## src/rtl/soc_pkg.sv

```systemverilog
/*
 * soc fabric package
 * address map, bus widths, UART timing and shared enums
 */
`default_nettype none

package soc_pkg;

    // bus widths
    typedef logic [31:0] addr_t;
    typedef logic [31:0] data_t;
    typedef logic [3:0]  strb_t;
    typedef logic [7:0]  byte_t;

    // block RAM, mapped from address zero
    localparam int BRAM_WORDS = 1024;
    typedef logic [$clog2(BRAM_WORDS)-1:0] bram_addr_t;

    ////////////////////////////////////////////////////////////
    // io map
    localparam addr_t UART_DATA_ADDR = 32'h1000_0000;
    localparam addr_t UART_LSR_ADDR  = 32'h1000_0005;
    localparam addr_t CPU_FREQ_ADDR  = 32'h1100_0000;
    localparam addr_t LED_ADDR       = 32'h1200_0000;

    // clock and baud
    localparam int SYSTEM_CLK_HZ = 1_843_200;
    localparam int BAUD_RATE     = 115_200;
    localparam int CLKS_PER_BIT  = SYSTEM_CLK_HZ / BAUD_RATE;
    typedef logic [$clog2(CLKS_PER_BIT)-1:0] baud_cnt_t;

    // register values
    localparam byte_t LED_RESET        = 8'hF9;
    localparam int    LSR_RX_READY_BIT = 8;
    // bits 13 and 14, both set while tx idle
    localparam data_t LSR_TX_IDLE_BITS = 32'h0000_6000;
    localparam data_t RX_EMPTY_WORD    = '1;

    ////////////////////////////////////////////////////////////
    // response targets
    typedef enum logic [2:0] {
        NONE,
        BRAM,
        FREQ,
        LED,
        LSR,
        RX,
        TX,
        FAULT
    } target_t;

    // shared by transmitter and receiver
    typedef enum logic [1:0] {
        IDLE,
        START,
        DATA,
        STOP
    } uart_state_t;

endpackage

`default_nettype wire
```

## src/rtl/response_mux.sv

```systemverilog
/*
 * response multiplexer
 * ready, read data and access fault from the registered target
 */
`timescale 1ns/1ns
`default_nettype none

module response_mux (
    input  soc_pkg::target_t resp_target,
    input  soc_pkg::data_t   bram_rdata,
    input  logic             tx_busy,
    input  logic             rx_valid,
    input  soc_pkg::data_t   rx_word,
    output logic             ready,
    output soc_pkg::data_t   rdata,
    output logic             access_fault
);
    import soc_pkg::*;

    data_t lsr_word;

    assign ready        = (resp_target != NONE);
    assign access_fault = (resp_target == FAULT);

    // line status, rx ready and tx idle
    always_comb begin
        lsr_word                   = '0;
        lsr_word[LSR_RX_READY_BIT] = rx_valid;
        if (!tx_busy) begin
            lsr_word = lsr_word | LSR_TX_IDLE_BITS;
        end
    end

    ////////////////////////////////////////////////////////////
    always_comb begin
        case (resp_target)
            BRAM:    rdata = bram_rdata;
            FREQ:    rdata = data_t'(SYSTEM_CLK_HZ);
            LSR:     rdata = lsr_word;
            // captured before the pop landed
            RX:      rdata = rx_word;
            TX:      rdata = '0;
            LED:     rdata = '0;
            FAULT:   rdata = '0;
            default: rdata = '0;
        endcase
    end

endmodule

`default_nettype wire

```

## config.mk

```make
export PLATFORM = sky130hd
export DESIGN_NAME = response_mux
export DESIGN_NICKNAME = d
export VERILOG_FILES = /design/src/rtl/soc_pkg.sv /design/src/rtl/response_mux.sv
export SDC_FILE = /design/constraint.sdc
export NUM_CORES = 1
export LEC_CHECK = 0
export BUFFER_PORTS_ARGS = -buffer_cell sky130_fd_sc_hd__buf_2
export CAP_MARGIN = 20
export CORE_MARGIN = 2
export CORE_UTILIZATION = 26
export DETAILED_ROUTE_END_ITERATION = 16
export PLACE_DENSITY = 0.89
export SKIP_LAST_GASP = 1
export SLEW_MARGIN = 5
export SYNTH_ARGS = -nofsm -noshare
export SYNTH_HDL_FRONTEND = slang
export SYNTH_SLANG_ARGS = --single-unit
export TNS_END_PERCENT = 1
```

## constraint.sdc

```tcl
create_clock -name vclk -period 0.8
set_input_delay 0.08 -clock vclk [all_inputs]
set_output_delay 0.08 -clock vclk [all_outputs]
set_load 0.05 [all_outputs]
```

==> flow_summary.ini <==
[global_routing]
grt_overflow = 0
grt_pass1_vias = 1301
antenna_found_initial = 0
grt_max_degree = 11
grt_use_total = 0.310
grt_pass1_wl_um = 6150

[detailed_routing]
vias = 1220
final_antenna_net_count = 0
drc = 0
vias_per_cell = 5.37
routedWlPerCell_um = 21.7
dr.first_iter.drc_count = 21
routed_wl_um = 4920
drt-pass1-iter-count = 4

[worst_hold_path]
hold_start = rx_word[20]
hold-path-endpoint = rdata[20]
hold_path.class = primary input to output pin
whs_path_depth = 3

[power]
leakage_nw = 0.888
cellPowerDensity_nw_per_um2 = 743
finalPower_mw = 1.55
irDropWorstVdd_mv = 0.586

[finish]
stdcell_area_um2 = 2080
final_cell_mix = 74 x buf_2, 27 x nor2_4, 24 x mux2i_4, 24 x buf_4, 12 x buf_6
final_core_util = 0.933
seq_cell_count = 0
drive_gt1_frac = 0.945
nClkBuffers = 0
fin_nets = 270
final_cells = 227
areaGrowthSynthToFinish_pct = 238
layout_commonest_cell = buf_2
n_antenna_cell = 0
regArea_um2 = 0

[floorplanning]
io_pins = 103
start_util = 0.276
die_w_um = 52.7
core-area_um2 = 2230
rows = 17
die_area_um2 = 2780
dieHeight_um = 52.7

[cts]
holdBufCountCts = 0

[setup_path]
endpoint_kind = output pin
required_ns = 0.72
timing.critical_path.fanout_max = 6
cp-start-kind = primary input
cp_data_arrival_time_ns = 0.99
crit_type = primary input to output pin

[timing]
finalCritPeriodShare = 1.34
tightestPinTransition_ns = 0.366
slew_viol_final = 0
whs_ns = 0.535
finalSetupViolCount = 34
final_hold_viol_count = 0
setup_tns_ns = -6.02
setup_ws_ns = -0.269
maxSlewHeadroom = 0.749
finalCriticalPeriod_ns = 1.07
rsz0062_at_grt = yes
fmax_mhz = 935

[placement]
post-place-ws_ns = -0.376
dp_cells = 223
gp_congestion = 0.801
dpl_cell_area_um2 = 1510
dp_hpwl_um = 2200
io_buffers = 103

[flow_run]
max_cap_violations = 0

[logic_synthesis]
netlist_instances = 87
synth_area_leaders = mux2i_1 44%, nor2_1 17%, buf_6 11%
synthesis.nets = 156
synth_cell_types = 20
syn_area_um2 = 617
synth_area_leader_cell = mux2i_1
ys_seq_area_frac = 0
netlist.area_leader.share = 0.438
yosys_warnings = 0
syn_avg_cell_area_um2 = 7.09

[outcome]
status = finished, violations left
violations = setup timing
-- where the power goes --
group	switching [mW]	internal (mW)	leakage (nW)
Combinational	0.870	0.678	0.888
Sequential	0	0	0
Clock	0	0	0
-- metal layers --
layer	routed length (um)	GRT usage	vias to the layer above
li1	-	-	533
met1	1430	0.257	570
met2	2900	0.669	91
met3	297	0.0514	26
met4	294	0.145	0
met5	0	0	-
-- cell type report --
| cell class | instances | area, um^2 |
|---|---|---|
| multi-input cells | 77 | 1140 |
| inverters | 1 | 3.75 |
| well taps | 28 | 35.0 |
| fillers | 80 | 150 |
| repair buffers | 121 | 903 |
-- repair_timing --
item                       in CTS  in global routing
buffers inserted                2                  0
gates resized for setup       104                  9
cloned                          2                  0
setup endpoints to repair      34                 34
pin swaps                       2                  3
-- worst max-delay path: stages --
cell and delay (ns):
buf_8 0.11, buf_4 0.14, mux2i_1 0.18, a211oi_4 0.29, buf_6 0.20
-- Yosys cell counts (all sizes together) (2+ instances only) --
cell	instances
o2bb2ai	2
buf	9
nor2	29
mux2i	27
and2b	2
a211oi	2
a21oi	7
-- worst max path at each step --
stage | from | endpoint | slack [ns]
final | resp_target[0] | rdata[8] | -0.27
after global placement | resp_target[2] | rdata[11] | -0.33
after global routing | resp_target[0] | rdata[8] | -0.27
after floorplan | resp_target[1] | rdata[0] | -0.19
after detailed placement | resp_target[2] | rdata[8] | -0.38
after CTS | resp_target[0] | rdata[13] | -0.21
-- cell families after synthesis --
logic type,after synthesis,share of synthesized area
buffers and inverters,10,0.148
AO/OA/AOI/OAI,14,0.152
AND/OR/NAND/NOR,36,0.262
multiplexers,27,0.438
Power figures use the tool's default switching activity.
