[config.mk]
export PLATFORM = sky130hd
export DESIGN_NAME = uart_rx
export DESIGN_NICKNAME = d
export VERILOG_FILES = /design/src/rtl/soc_pkg.sv /design/src/rtl/uart_rx.sv
export SDC_FILE = /design/constraint.sdc
export NUM_CORES = 1
export LEC_CHECK = 0
export BUFFER_PORTS_ARGS = -buffer_cell sky130_fd_sc_hd__buf_2
export CORE_MARGIN = 5
export CORE_UTILIZATION = 55
export DETAILED_ROUTE_END_ITERATION = 8
export HOLD_SLACK_MARGIN = 0.12
export PLACE_DENSITY_LB_ADDON = 0.2
export SLEW_MARGIN = 20
export SYNTH_ARGS = -nofsm -noshare
export SYNTH_HDL_FRONTEND = slang
export SYNTH_SLANG_ARGS = --single-unit
export TNS_END_PERCENT = 20
[constraint.sdc]
create_clock -name clk -period 1.9 [get_ports clk]
set_input_delay 0.38 -clock clk [delete_from_list [all_inputs] [get_ports clk]]
set_output_delay 0.38 -clock clk [all_outputs]
set_load 0.05 [all_outputs]
[src/rtl/soc_pkg.sv]
/*
 * soc fabric package
 * address map, bus widths, UART timing and shared enums
 */
`default_nettype none

package soc_pkg;

    // bus widths
    typedef logic [31:0] addr_t;
    typedef logic [31:0] data_t;
    typedef logic [3:0]  strb_t;
    typedef logic [7:0]  byte_t;

    // block RAM, mapped from address zero
    localparam int BRAM_WORDS = 1024;
    typedef logic [$clog2(BRAM_WORDS)-1:0] bram_addr_t;

    ////////////////////////////////////////////////////////////
    // io map
    localparam addr_t UART_DATA_ADDR = 32'h1000_0000;
    localparam addr_t UART_LSR_ADDR  = 32'h1000_0005;
    localparam addr_t CPU_FREQ_ADDR  = 32'h1100_0000;
    localparam addr_t LED_ADDR       = 32'h1200_0000;

    // clock and baud
    localparam int SYSTEM_CLK_HZ = 1_843_200;
    localparam int BAUD_RATE     = 115_200;
    localparam int CLKS_PER_BIT  = SYSTEM_CLK_HZ / BAUD_RATE;
    typedef logic [$clog2(CLKS_PER_BIT)-1:0] baud_cnt_t;

    // register values
    localparam byte_t LED_RESET        = 8'hF9;
    localparam int    LSR_RX_READY_BIT = 8;
    // bits 13 and 14, both set while tx idle
    localparam data_t LSR_TX_IDLE_BITS = 32'h0000_6000;
    localparam data_t RX_EMPTY_WORD    = '1;

    ////////////////////////////////////////////////////////////
    // response targets
    typedef enum logic [2:0] {
        NONE,
        BRAM,
        FREQ,
        LED,
        LSR,
        RX,
        TX,
        FAULT
    } target_t;

    // shared by transmitter and receiver
    typedef enum logic [1:0] {
        IDLE,
        START,
        DATA,
        STOP
    } uart_state_t;

endpackage

`default_nettype wire
[src/rtl/uart_rx.sv]
/*
 * UART receiver
 * mid-bit sampling into a one-byte holding register cleared by pop
 */
`timescale 1ns/1ns
`default_nettype none

module uart_rx (
    input  logic           clk,
    input  logic           resetn,
    input  logic           rx,
    input  logic           pop,
    output logic           valid,
    output soc_pkg::byte_t data
);
    import soc_pkg::*;

    logic [1:0]  sync;
    logic        rx_prev;
    uart_state_t state;
    baud_cnt_t   baud_cnt;
    logic [2:0]  bit_idx;
    byte_t       shift;
    logic        half_done;
    logic        bit_done;
    logic        load;

    assign half_done = (baud_cnt == baud_cnt_t'(CLKS_PER_BIT / 2 - 1));
    assign bit_done  = (baud_cnt == baud_cnt_t'(CLKS_PER_BIT - 1));
    // good frame only with a high stop bit
    assign load      = (state == STOP) && bit_done && sync[1];

    ////////////////////////////////////////////////////////////
    always_ff @(posedge clk) begin
        if (!resetn) begin
            sync     <= 2'b11;
            rx_prev  <= 1'b1;
            state    <= IDLE;
            baud_cnt <= '0;
            bit_idx  <= '0;
            valid    <= 1'b0;
        end else begin
            sync     <= {sync[0], rx};
            rx_prev  <= sync[1];
            baud_cnt <= baud_cnt + 1'b1;
            case (state)
                IDLE: begin
                    baud_cnt <= '0;
                    // falling edge of start bit
                    if (rx_prev && !sync[1]) begin
                        state <= START;
                    end
                end
                START: begin
                    if (half_done) begin
                        baud_cnt <= '0;
                        bit_idx  <= '0;
                        // glitch, back to idle
                        state    <= sync[1] ? IDLE : DATA;
                    end
                end
                DATA: begin
                    if (bit_done) begin
                        baud_cnt <= '0;
                        bit_idx  <= bit_idx + 1'b1;
                        if (bit_idx == 3'd7) begin
                            state <= STOP;
                        end
                    end
                end
                STOP: begin
                    if (bit_done) begin
                        baud_cnt <= '0;
                        state    <= IDLE;
                    end
                end
            endcase
            if (pop) begin
                valid <= 1'b0;
            end
            // new frame wins over a pop in the same cycle
            if (load) begin
                valid <= 1'b1;
            end
        end
    end

    // lsb arrives first
    always_ff @(posedge clk) begin
        if (state == DATA && bit_done) begin
            shift <= {sync[1], shift[7:1]};
        end
        if (load) begin
            data <= shift;
        end
    end

endmodule

`default_nettype wire

==> impl_metrics.ini <==
[status]
outcome = finished, final reports clean

[synthesis]
ys_ff_latch = 29
synth_commonest_cells = edfxtp_1 (16), dfxtp_1 (13), nand3_1 (6), o21ai_1 (6), nor2_1 (5)
synthSimpleGateAreaFrac_pct = 15.8
synthAdderAreaFrac_pct = 3.41
synth_warnings = 0
avgSynthCellArea_um2 = 12.8
synthXorXnorAreaFrac_pct = 1.59
seq_area_frac_synth_pct = 67.2
synth_most_common_cell = edfxtp_1
synth_edf_count = 16
syn_inst = 86
synth_top_area_cell = edfxtp_1
synth-async-reset-ratio_pct = 0
synth_top_area_share_pct = 43.6
ys_top_cells_by_area = edfxtp_1 (44%), dfxtp_1 (24%), ha_1 (3.4%), nand3_1 (2.7%), o21ai_1 (2.7%)
muxShareOfSynthArea_pct = 0
mappedNetlistArea_um2 = 1100
synthFlopType = edfxtp_1
synth_fp_nets = 93
yosysUniqueCellTypes = 31
synth_top_family_by_area = simple AND/OR/NAND/NOR gates
synth_compound_area_share_pct = 8.85

[placement]
port_buffers = 12
gp_congestion = 0.802
post-dp-hpwl_um = 1150

[drt]
routed_wl_um = 1620
antenna_left = 0
drt-initial-drc-count = 10
dr.pass1.iters = 5
drc = 0
vias_per_cell = 5.21
vias = 677
routedWlPerCell_um = 12.5

[grt]
grt_pass1_vias = 613
grt_pass1_wl_um = 2620
grt_max_degree = 15
grt.total_usage_pct = 13.4
antenna_found_initial = 0
gr-total-overflow = 0

[floorplan]
start_util_pct = 56.8
core_um2 = 1940
die_h_um = 54.8
die_w_um = 54.8
ios = 13
num_rows = 16
die-area_um2 = 3000

[cts]
insertion_delay_ns = 0.33
cts_sinks = 29
post_cts_buffers = 0
cts_max_path_buffers = 2
cts-htree-levels = 2
path_clk_slew_ns = 0.09
clockRootBuffer = clkbuf_4
numCtsBuffers = 5
postCtsHoldBufs = 0
cts.repair.resized = 0
tritoncts = yes

[min_path]
hold_depth = 2
min_to = sync[0]$_SDFF_PN1_
min_path_type = in2reg
hp-start = rx

[worst_setup_path]
cp_max_fo = 8
reg2reg_slack_ns = 0.43
worst_path_max_delay_cell = dfxtp_1
arrival_ns = 1.52
cp.required_ns = 1.94
worstSetupEndpointType = register
start_kind = register
crit_type = reg2reg
r2r_cells = 4
path_cells = ha_1 > nand4b_2 > nor2_1 > buf_4
critPathBufInv = 1
max_stage_delay_ns = 0.36
r2r-end = shift[6]$_DFFE_PP_
r2r-start = baud_cnt[0]$_SDFF_PN0_
cpLargestDelayFamily = flip-flops

[cells_and_area]
syn2layout_area_growth_pct = 12.7
utilization_pct = 64.0
antenna_cells = 0
drive_above_1_share_pct = 23.3
nets = 109

[sta]
relSlewSlack_pct = 69.5
hold_viol_final = 0
finalCritPeriodShare_pct = 77.5
period_minus_slack_ns = 1.47
setup-tns-final_ns = 0
fmax_ghz = 0.679
maxSlewViolCount = 0
tightest_slew_ns = 0.456
setup_violations = 0
rsz0062_at_grt = false
skew_ns = 0.0121

[pwr]
seqPwrFrac_pct = 64.0
intPower_uw = 807
pwr-share-comb_pct = 1.8
ir_worst_vdd_v = 0.000666
clkPwrFrac_pct = 34.2
p_per_area_nw_per_um2 = 833
p_leak_nw = 0.470
net-switching-power_uw = 228
p_sw_share_pct = 22.0

[flow_run]
cap_violations = 0
-- kinds of logic (layout without fill, tap and decap cells) --
kind of cell	count (synthesis)	count (layout)
adder cells (fa/ha/maj)	3	3
AND/OR/NAND/NOR	28	28
buffers and inverters	8	25
AO/OA/AOI/OAI	16	16
flip-flops	29	29
XOR/XNOR	2	2
-- per-stage QoR --
step | setup slack, ns | instance area, µm² | power, mW | hold slack, ns | instances
after floorplan | 0.344 | 1100 | 0.689 | 0.386 | 86
after CTS | 0.409 | 1240 | 1.05 | 0.226 | 130
after detailed placement | 0.409 | 1190 | 0.696 | 0.408 | 122
after global routing | 0.317 | 1240 | 1.08 | 0.237 | 130
final | 0.427 | 1240 | 1.04 | 0.240 | 130
after global placement | 0.468 | 1190 | 0.695 | 0.397 | 122
-- layout by cell type (no fill, tap or decap), types with 2 or more instances in the layout --
cell type | Yosys | layout
buf_4 | 0 | 2
clkinv_2 | 0 | 2
o21ai_1 | 6 | 6
buf_2 | 4 | 12
nand3_1 | 6 | 6
edfxtp_1 | 16 | 16
clkbuf_4 | 0 | 5
nand2b_1 | 3 | 3
dfxtp_1 | 13 | 13
a21oi_1 | 4 | 4
nor3b_1 | 2 | 2
inv_1 | 2 | 2
nor2b_1 | 2 | 2
nand2_1 | 2 | 2
ha_1 | 3 | 3
nor2_1 | 5 | 5
-- layout make-up --
class	count	area, µm²
Clock inverter	3	17.5
Multi-Input combinational cell	49	327
Timing Repair Buffer	14	75.1
Sequential cell	29	741
Inverter	3	11.3
Clock buffer	5	37.5
Tap cell	27	33.8
Fill cell	168	699
-- power groups by stage --
| stage | clock, mW | combinational, mW | sequential, mW |
|---|---|---|---|
| after global routing | 0.398 | 0.0207 | 0.664 |
| after global placement | 0 | 0.0182 | 0.677 |
| final | 0.354 | 0.0184 | 0.663 |
| after floorplan | 0 | 0.0134 | 0.676 |
| after detailed placement | 0 | 0.0186 | 0.677 |
| after CTS | 0.368 | 0.0186 | 0.663 |
-- state kept, by name (all words and copies together), names as in the netlist, named ones only --
name      flops
data          8
shift         8
baud_cnt      4
bit_idx       3
sync          2
rx_prev       1
state         1
valid         1
-- how the worst max path moves through the flow --
stage | endpoint | startpoint | slack (ns) | cells after the start
2_1_floorplan | shift[0]$_DFFE_PP_ | baud_cnt[0]$_SDFF_PN0_ | 0.34 | 4
3_3_place_gp | shift[4]$_DFFE_PP_ | baud_cnt[0]$_SDFF_PN0_ | 0.47 | 4
3_5_place_dp | shift[4]$_DFFE_PP_ | baud_cnt[0]$_SDFF_PN0_ | 0.41 | 4
4_1_cts | shift[6]$_DFFE_PP_ | baud_cnt[0]$_SDFF_PN0_ | 0.41 | 4
5_1_grt | shift[6]$_DFFE_PP_ | baud_cnt[0]$_SDFF_PN0_ | 0.32 | 4
6_report | shift[6]$_DFFE_PP_ | baud_cnt[0]$_SDFF_PN0_ | 0.43 | 4
-- metal layers --
| metal | part of all wire, % | wire length (µm) | up-vias | global-route usage [%] |
|---|---|---|---|---|
| met5 | 0 | 0 | - | 0 |
| met4 | 3.0 | 48 | 0 | 11.2 |
| met3 | 5.2 | 85 | 5 | 5.72 |
| met2 | 48 | 772 | 15 | 20.1 |
| met1 | 44 | 718 | 316 | 14.4 |
| li1 | - | - | 341 | - |
(Power assumes the default switching activity.)
