File: config.mk
export PLATFORM = sky130hd
export DESIGN_NAME = uart_tx
export DESIGN_NICKNAME = d
export VERILOG_FILES = /design/src/rtl/soc_pkg.sv /design/src/rtl/uart_tx.sv
export SDC_FILE = /design/constraint.sdc
export NUM_CORES = 1
export LEC_CHECK = 0
export ABC_AREA = 0
export BUFFER_PORTS_ARGS = -buffer_cell sky130_fd_sc_hd__buf_4
export CORE_ASPECT_RATIO = 1.25
export CORE_MARGIN = 5
export CORE_UTILIZATION = 52
export CTS_BUF_LIST = sky130_fd_sc_hd__clkbuf_4 sky130_fd_sc_hd__clkbuf_8 sky130_fd_sc_hd__clkbuf_16
export DETAILED_ROUTE_END_ITERATION = 10
export PLACE_DENSITY = 0.73
export SLEW_MARGIN = 15
export SYNTH_ARGS = -nofsm -noshare
export SYNTH_HDL_FRONTEND = slang
export SYNTH_SLANG_ARGS = --single-unit
export TNS_END_PERCENT = 30
File: constraint.sdc
create_clock -name clk -period 3.1 [get_ports clk]
set_input_delay 0.775 -clock clk [delete_from_list [all_inputs] [get_ports clk]]
set_output_delay 0.775 -clock clk [all_outputs]
set_load 0.02 [all_outputs]
File: src/rtl/soc_pkg.sv
/*
 * soc fabric package
 * address map, bus widths, UART timing and shared enums
 */
`default_nettype none

package soc_pkg;

    // bus widths
    typedef logic [31:0] addr_t;
    typedef logic [31:0] data_t;
    typedef logic [3:0]  strb_t;
    typedef logic [7:0]  byte_t;

    // block RAM, mapped from address zero
    localparam int BRAM_WORDS = 1024;
    typedef logic [$clog2(BRAM_WORDS)-1:0] bram_addr_t;

    ////////////////////////////////////////////////////////////
    // io map
    localparam addr_t UART_DATA_ADDR = 32'h1000_0000;
    localparam addr_t UART_LSR_ADDR  = 32'h1000_0005;
    localparam addr_t CPU_FREQ_ADDR  = 32'h1100_0000;
    localparam addr_t LED_ADDR       = 32'h1200_0000;

    // clock and baud
    localparam int SYSTEM_CLK_HZ = 1_843_200;
    localparam int BAUD_RATE     = 115_200;
    localparam int CLKS_PER_BIT  = SYSTEM_CLK_HZ / BAUD_RATE;
    typedef logic [$clog2(CLKS_PER_BIT)-1:0] baud_cnt_t;

    // register values
    localparam byte_t LED_RESET        = 8'hF9;
    localparam int    LSR_RX_READY_BIT = 8;
    // bits 13 and 14, both set while tx idle
    localparam data_t LSR_TX_IDLE_BITS = 32'h0000_6000;
    localparam data_t RX_EMPTY_WORD    = '1;

    ////////////////////////////////////////////////////////////
    // response targets
    typedef enum logic [2:0] {
        NONE,
        BRAM,
        FREQ,
        LED,
        LSR,
        RX,
        TX,
        FAULT
    } target_t;

    // shared by transmitter and receiver
    typedef enum logic [1:0] {
        IDLE,
        START,
        DATA,
        STOP
    } uart_state_t;

endpackage

`default_nettype wire
File: src/rtl/uart_tx.sv
/*
 * UART transmitter
 * start bit, eight data bits lsb first, stop bit
 */
`timescale 1ns/1ns
`default_nettype none

module uart_tx (
    input  logic           clk,
    input  logic           resetn,
    input  logic           start,
    input  soc_pkg::byte_t data,
    output logic           tx,
    output logic           busy
);
    import soc_pkg::*;

    uart_state_t state;
    baud_cnt_t   baud_cnt;
    logic [2:0]  bit_idx;
    byte_t       shift;
    logic        bit_done;

    assign bit_done = (baud_cnt == baud_cnt_t'(CLKS_PER_BIT - 1));
    assign busy     = (state != IDLE);

    always_ff @(posedge clk) begin
        if (!resetn) begin
            state    <= IDLE;
            baud_cnt <= '0;
            bit_idx  <= '0;
            tx       <= 1'b1;
        end else begin
            baud_cnt <= (state == IDLE || bit_done) ? '0 : baud_cnt + 1'b1;
            case (state)
                IDLE: begin
                    // start while busy never reaches here
                    if (start) begin
                        state <= START;
                        tx    <= 1'b0;
                    end
                end
                START: begin
                    if (bit_done) begin
                        state   <= DATA;
                        bit_idx <= '0;
                        tx      <= shift[0];
                    end
                end
                DATA: begin
                    if (bit_done) begin
                        bit_idx <= bit_idx + 1'b1;
                        if (bit_idx == 3'd7) begin
                            state <= STOP;
                            tx    <= 1'b1;
                        end else begin
                            tx <= shift[0];
                        end
                    end
                end
                STOP: begin
                    if (bit_done) begin
                        state <= IDLE;
                    end
                end
            endcase
        end
    end

    // data shifter, next bit always at position zero
    always_ff @(posedge clk) begin
        if (state == IDLE && start) begin
            shift <= data;
        end else if (bit_done && (state == START || state == DATA)) begin
            shift <= shift >> 1;
        end
    end

    a_idle_line_high: assert property (@(posedge clk) disable iff (!resetn)
        state == IDLE |-> tx);

endmodule

`default_nettype wire

==> impl_summary.txt, run 1 <==
----------------------------------------------------
[Routing]
  Number of design rule violations left after detail routing ... 0
  Final Routed Wirelength ... ~1500 µm
  Antenna violation net count after detailed routing ... 0
  Number of DRC markers in iteration 0 ... 9
  Routed vias/inst ... 5.500
  Routed wirelength normalized by instance count ... ~13 µm
  Initial DRT Pass Iterations ... 4
  DR vias ... 627

[Yosys]
  Seq cells post-synth ... 18
  Synthesis Warnings ... 0
  Count of mapped cells out of synthesis ... 80
  Number of flops mapped to enable cells by yosys ... 8
  Register area share after synthesis ... roughly 48%
  Area fraction of the dominant cell type after synthesis ... 26.23%
  Primary flip-flop cell chosen by synthesis mapping ... sky130_fd_sc_hd__dfxtp_1
  Number of library cell types mapped by synthesis ... 24
  Cell taking the most area after synthesis ... sky130_fd_sc_hd__edfxtp_1
  Post-synth net total ... 100
  Most numerous cell in the Yosys netlist ... sky130_fd_sc_hd__dfxtp_1
  Per-instance average area after synthesis ... 11.45 µm²
  Mapped cell area ... approximately 920 µm²
  Top cells by area in the synthesized netlist ... sky130_fd_sc_hd__edfxtp_1, sky130_fd_sc_hd__dfxtp_1, sky130_fd_sc_hd__ha_1
  Proportion of register bits with asynchronous set or reset after synthesis ... 0%
  Most numerous cell types in the synthesized netlist ... sky130_fd_sc_hd__dfxtp_1, sky130_fd_sc_hd__ha_1, sky130_fd_sc_hd__nand2_1, sky130_fd_sc_hd__edfxtp_1, sky130_fd_sc_hd__mux2_2

[Clock network]
  Clock-pin slew on the worst setup and hold paths ... approximately 100 ps
  Number of buffers created by CTS ... 3
  Post-CTS Hold Fix Bufs ... 0
  CTS tree ... done
  TritonCTS sink count ... 18
  Resized Gates After CTS ... 0
  Maximum root-to-sink buffer count ... 2
  Post CTS Setup Buffer Count ... 0
  H-Tree Level Count ... 1
  Clock root buffer ... sky130_fd_sc_hd__clkbuf_4
  Clock insertion delay at the later pin of the skew report ... 290 ps

[GRT]
  Via count of the first global-routing pass ... 589
  Number of antenna violations at the first check in global routing ... 0
  Largest net degree at the start of global routing ... 15
  Global-route wire length before repair ... 2477 µm
  GRT Overall Usage ... about an eighth
  Gr ovfl total ... 0

[Floorplanning]
  Die Y ... 56.92 µm
  Effective utilization at floorplan ... 53.16%
  Die width ... approximately 48 µm
  Number of top-level pins ... 13
  Placeable core region ... 0.001723 mm²
  FP Rows ... 17
  Total die area ... 0.002706 mm²

[Final layout]
  Share of layout cells above drive strength 1 ... 28.42%
  Post-route design area ... 0.001056 mm²
  Inserted Diodes ... 0
  Area growth syn-to-layout ... 15.30%
  Count of filler cells inserted in the layout ... about 150
  Layout net count ... 116

[STA]
  Final Hold Fails ... 0
  Unrepaired setup endpoints after global routing ... false
  Maximum clock skew at final layout ... 1.640 ps
  Slew at the pin closest to its max-slew limit ... 315.8 ps
  Setup violators final ... 0
  Clock period minus final worst setup slack ... 2083 ps
  Relative slew slack ... 78.90%
  Total Neg Setup Slack ... 0 ps
  Timing-limited maximum frequency ... between 400 and 500 MHz
  Share of the clock period used by the worst path after layout ... between 60% and 70%
  Count of final max-slew check failures ... 0

[Placement]
  PortBufs ... 12
  Routability congestion estimate ... 0.7206
  Placed cell areas ... 0.001026 mm²
  DP Wirelength ... 1126 µm

[Power]
  PnR Total Power ... 0.0008726 W
  Leakage Power ... 0.4678 nW
  Power per standard cell area ... 826.3 mW/mm²
  Max VDD drop ... 0.4680 mV

[Critical path]
  CP startpoint kind ... flop
  CP Max Fanout ... 6
  Critical path capture point type ... primary output
  Classification of the worst setup path ... flop to primary output
  Cells on worst reg2reg path ... 5
  Required time worst endpoint ... 2320 ps
  Arrival @ worst endpoint ... 1310 ps

[Worst hold path]
  Number of cells on the worst hold path ... 2
  Min-Delay Path Class ... flop to flop

[Run]
  Max-capacitance violation count ... 0

[Status]
  Status ... finished, final reports clean

----------------------------------------------------
through the flow:
step / util, % / instances / worst slack (ps) / hold WS (ps)
6_report: 61.29 / 114 / 1017 / 473.1
5_1_grt: 61.29 / 114 / 913.9 / 498.6
4_1_cts: 61.29 / 114 / 1017 / 475.5
3_5_place_dp: 59.55 / 110 / 1309 / 461.7
3_3_place_gp: 59.55 / 110 / 1337 / 423.4
2_1_floorplan: - / 80 / 1483 / 417.6
placed cells by master (no fill, tap or decap), types with 2 or more instances in the layout:
master | synthesis | final
sky130_fd_sc_hd__ha_1 | 9 | 9
sky130_fd_sc_hd__nand2_1 | 9 | 9
sky130_fd_sc_hd__xor2_1 | 2 | 2
sky130_fd_sc_hd__nor2_1 | 4 | 4
sky130_fd_sc_hd__clkbuf_4 | 0 | 4
sky130_fd_sc_hd__dfxtp_1 | 10 | 10
sky130_fd_sc_hd__edfxtp_1 | 8 | 8
sky130_fd_sc_hd__mux2i_1 | 5 | 5
sky130_fd_sc_hd__inv_1 | 5 | 5
sky130_fd_sc_hd__and3_1 | 2 | 2
sky130_fd_sc_hd__buf_4 | 0 | 12
sky130_fd_sc_hd__nand3_1 | 5 | 5
sky130_fd_sc_hd__nand2b_1 | 2 | 2
sky130_fd_sc_hd__mux2_2 | 7 | 7
worst max-delay path, cell delays in order (launching register included):
cell and delay (ps):
sky130_fd_sc_hd__dfxtp_1 400, sky130_fd_sc_hd__inv_1 110, sky130_fd_sc_hd__ha_1 280, sky130_fd_sc_hd__inv_1 90, sky130_fd_sc_hd__buf_4 140
logic make-up after synthesis:
kind of cell	count (synthesis)	share of synthesized area (%)
AND/OR/NAND/NOR	27	15.03
flip-flops	18	48.09
multiplexers	13	15.30
adder cells (fa/ha/maj)	9	12.30
buffers and inverters	6	2.459
AO/OA/AOI/OAI	5	4.918
XOR/XNOR	2	1.913
where the power goes:
group | internal, W | switching [W] | total [W]
clock | 0.0000588 | 0.0000714 | 0.000130
sequential | 0.000331 | 0.0000300 | 0.000361
combinational | 0.000179 | 0.000203 | 0.000382
total | 0.000568 | 0.000305 | 0.000873
registers in the layout (all words and copies together), names as in the netlist:
name	count
shift	8
baud_cnt	4
bit_idx	3
state	2
tx	1
layout make-up:
class	count	area [µm²]	share of cell area (%)
flip-flops and latches	18	440.4	41.71
repair buffers	12	90.09	8.531
well taps	19	23.77	2.251
inverters	5	18.77	1.777
clock buffers	4	30.03	2.844
multi-input cells	56	452.9	42.89
metal layers:
| metal | global-route usage, % | share of wire [%] | up-vias |
|---|---|---|---|
| met3 | 3.205 | 7.1 | 2 |
| met1 | 15.81 | 45 | 292 |
| li1 | - | - | 317 |
| met5 | 0 | 0 | - |
| met2 | 18.97 | 47 | 16 |
| met4 | 8.077 | 1.3 | 0 |
final timing paths:
check / slack, ps / to / from
worst max-delay path: 1020 / busy / state[0]
worst max register to register: 1390 / tx / state[0]
worst min register to register: 470 / bit_idx[1] / bit_idx[1]
worst min-delay path: 470 / bit_idx[1] / bit_idx[1]
Note: power is estimated with default switching activity, not from simulation.
==> run 2, diff against run 1 <==
--- a/config.mk
+++ b/config.mk
@@ -9,7 +9,7 @@
 export BUFFER_PORTS_ARGS = -buffer_cell sky130_fd_sc_hd__buf_4
 export CORE_ASPECT_RATIO = 1.25
 export CORE_MARGIN = 5
-export CORE_UTILIZATION = 52
+export CORE_UTILIZATION = 49
 export CTS_BUF_LIST = sky130_fd_sc_hd__clkbuf_4 sky130_fd_sc_hd__clkbuf_8 sky130_fd_sc_hd__clkbuf_16
 export DETAILED_ROUTE_END_ITERATION = 10
 export PLACE_DENSITY = 0.73
==> constraint.sdc (replaced) <==
create_clock -name clk -period 1.77 [get_ports clk]
set_input_delay 0.4425 -clock clk [delete_from_list [all_inputs] [get_ports clk]]
set_output_delay 0.4425 -clock clk [all_outputs]
set_load 0.02 [all_outputs]
==> run 2 against run 1 <==
  * Non-clock buffer count stayed put
  * Cell area is 1.1% higher
  * Global-route usage is 1.1 points lower
  * Die area is 4.9% higher
  * Critical endpoint unchanged
  * Largest cell class unchanged
==> impl_summary.txt, run 2 (synthesis gave the netlist of run 1 again) <==
----------------------------------------------------
[Status]
  Status ... finished, final reports clean

[STA]
  Unrepaired setup endpoints after global routing ... false
  Slew at the pin closest to its max-slew limit ... 342.7 ps (+26.86 ps)
  Clock period minus final worst setup slack ... roughly 1700 ps
  Count of final max-slew check failures ... 0 (unchanged)
  Share of the clock period used by the worst path after layout ... a little over nine tenths
  Maximum clock skew at final layout ... 5.867 ps (+4.227 ps)
  Total Neg Setup Slack ... 0 ps (unchanged)
  Setup violators final ... 0 (unchanged)
  Final Hold Fails ... 0 (unchanged)
  Timing-limited maximum frequency ... 599.3 MHz
  Worst hold-check slack ... 447.7 ps (-25.38 ps)
  Relative slew slack ... 77.10% (-1.8 points)

[GRT]
  Via count of the first global-routing pass ... 601 (+2.0%)
  Global-route wire length before repair ... 2615 µm (+5.6%)
  Number of antenna violations at the first check in global routing ... 0 (unchanged)
  GRT Overall Usage ... 11.66% (-1.1 points)
  Gr ovfl total ... 0 (unchanged)
  Largest net degree at the start of global routing ... 15 (unchanged)

[Placement]
  Routability congestion estimate ... 0.7456 (+3.5%)
  DP Wirelength ... 1123 µm (-0.23%)
  PortBufs ... 12 (unchanged)

[Floorplanning]
  Placeable core region ... 0.001765 mm² (+2.5%)
  Die width ... 48.67 µm (+2.4%)
  Number of top-level pins ... 13 (unchanged)
  FP Rows ... 17 (unchanged)
  Effective utilization at floorplan ... 51.88% (-1.3 points)
  Die Y ... 58.34 µm (+2.5%)
  Total die area ... 0.002839 mm² (+4.9%)

[Final layout]
  Share of layout cells above drive strength 1 ... 31.58% (+3.2 points)
  Inserted Diodes ... 0 (unchanged)
  Commonest non-fill, non-tap cells in the layout ... sky130_fd_sc_hd__buf_4, sky130_fd_sc_hd__nand2_1, sky130_fd_sc_hd__ha_1, sky130_fd_sc_hd__dfxtp_1, sky130_fd_sc_hd__edfxtp_1
  Layout net count ... 116 (unchanged)
  Flip-flop count of the largest register after layout ... 8 (unchanged)
  Largest registers ... shift: 8 flops, baud_cnt: 4 flops, bit_idx: 3 flops
  Area growth syn-to-layout ... 16.53%
  Most common cell after layout, fill and taps aside ... sky130_fd_sc_hd__buf_4
  Register bank with the most flops ... shift
  Count of filler cells inserted in the layout ... 139 (-5.4%)
  End-of-flow core utilization ... 60.45% (-0.84 points)

[Critical path]
  Required time worst endpoint ... 1330 ps (-990 ps)
  Critical path capture point type ... primary output
  Startpoint of the worst-slack reg-to-reg timing path ... state[0]
  Worst-case register-to-register setup slack ... 150 ps (-1240 ps)
  CP Max Fanout ... 6 (unchanged)
  Cells on worst reg2reg path ... 5 (unchanged)
  Startpoint of the most critical setup path ... state[0]
  Critical path endpoint ... busy
  Reg-to-Reg End ... tx
  Arrival @ worst endpoint ... 1230 ps (-80 ps)
  CP startpoint kind ... flop
  Classification of the worst setup path ... flop to primary output

[Clock network]
  Number of buffers created by CTS ... 3 (unchanged)
  H-Tree Level Count ... 1 (unchanged)
  CTS tree ... done
  Clock root buffer ... sky130_fd_sc_hd__clkbuf_4
  Clock-pin slew on the worst setup and hold paths ... 100 ps (about the same)
  Post-CTS Hold Fix Bufs ... 0 (unchanged)
  Resized Gates After CTS ... 0 (unchanged)
  Clock insertion delay at the later pin of the skew report ... 290 ps (about the same)
  TritonCTS sink count ... 18 (unchanged)
  Maximum root-to-sink buffer count ... 2 (unchanged)
  Post CTS Setup Buffer Count ... 0 (unchanged)

[Routing]
  Initial DRT Pass Iterations ... 6 (+2)
  Final Routed Wirelength ... 1441 µm (-3.2%)
  Routed wirelength normalized by instance count ... 12.64 µm (-3.2%)
  DR vias ... 603 (-3.8%)
  Number of design rule violations left after detail routing ... 0 (unchanged)
  Antenna violation net count after detailed routing ... 0 (unchanged)
  Routed vias/inst ... 5.289 (-3.8%)
  Number of DRC markers in iteration 0 ... 10 (+1)

[Power]
  Max VDD drop ... 0.7889 mV (+69%)
  Leakage Power ... 0.4701 nW (+0.48%)
  Power per standard cell area ... 1458 mW/mm² (+76%)

[Run]
  Max-capacitance violation count ... 0 (unchanged)

[Worst hold path]
  Min-Delay Path Class ... input pin to flop

----------------------------------------------------
run 2: report_power, final:
| group | leakage, nW | switching (W) | internal (W) | total [W] |
|---|---|---|---|---|
| combinational | 0.290 | 0.000349 | 0.000321 | 0.000670 |
| clock | 0.0210 | 0.000122 | 0.000125 | 0.000248 |
| sequential | 0.159 | 0.0000551 | 0.000584 | 0.000639 |
| total | 0.470 | 0.000526 | 0.00103 | 0.00156 |
run 2: stage by stage:
| step | total power, W | cell area [µm²] | setup WS [ps] | instances |
|---|---|---|---|---|
| 6_report | 0.001556 | 1067 | 101.4 | 114 |
| 5_1_grt | 0.001690 | 1067 | 18.45 | 114 |
| 4_1_cts | 0.001568 | 1062 | 24.63 | 114 |
| 3_5_place_dp | 0.001315 | 1026 | 88.92 | 110 |
| 3_3_place_gp | 0.001297 | 1026 | 132.1 | 110 |
| 2_1_floorplan | 0.001145 | 915.9 | 203.3 | 80 |
run 2: worst min-delay path by stage:
| stage | start | endpoint | slack (ps) | cells past startpoint |
|---|---|---|---|---|
| after floorplan | baud_cnt[0] | baud_cnt[0] | 420 | 1 |
| final | data[0] | shift[0] | 450 | 2 |
| after global routing | data[5] | shift[5] | 440 | 2 |
| after global placement | baud_cnt[0] | baud_cnt[0] | 440 | 1 |
| after CTS | data[5] | shift[5] | 440 | 2 |
| after detailed placement | baud_cnt[0] | baud_cnt[0] | 440 | 1 |
run 2: metal layers:
metal	up-vias	track usage, %	part of all wire (%)
met5	-	0	0
met4	0	6.923	2.6
met3	4	3.291	4.2
met2	8	19.22	49
met1	274	13.46	44
li1	317	-	-
run 2: final cells by class:
class | instances | area [µm²] | area share, %
Sequential cell | 18 | 442.9 | 41.50
Inverter | 5 | 18.77 | 1.759
Timing Repair Buffer | 12 | 90.09 | 8.441
Tap cell | 19 | 23.77 | 2.227
Multi-Input combinational cell | 56 | 455.4 | 42.67
Clock buffer | 4 | 36.28 | 3.400
run 2: critical path, cell delays in order (launching register included):
cell and delay [ps]:
sky130_fd_sc_hd__dfxtp_2 350, sky130_fd_sc_hd__inv_1 130, sky130_fd_sc_hd__ha_2 230, sky130_fd_sc_hd__inv_1 60, sky130_fd_sc_hd__buf_4 150
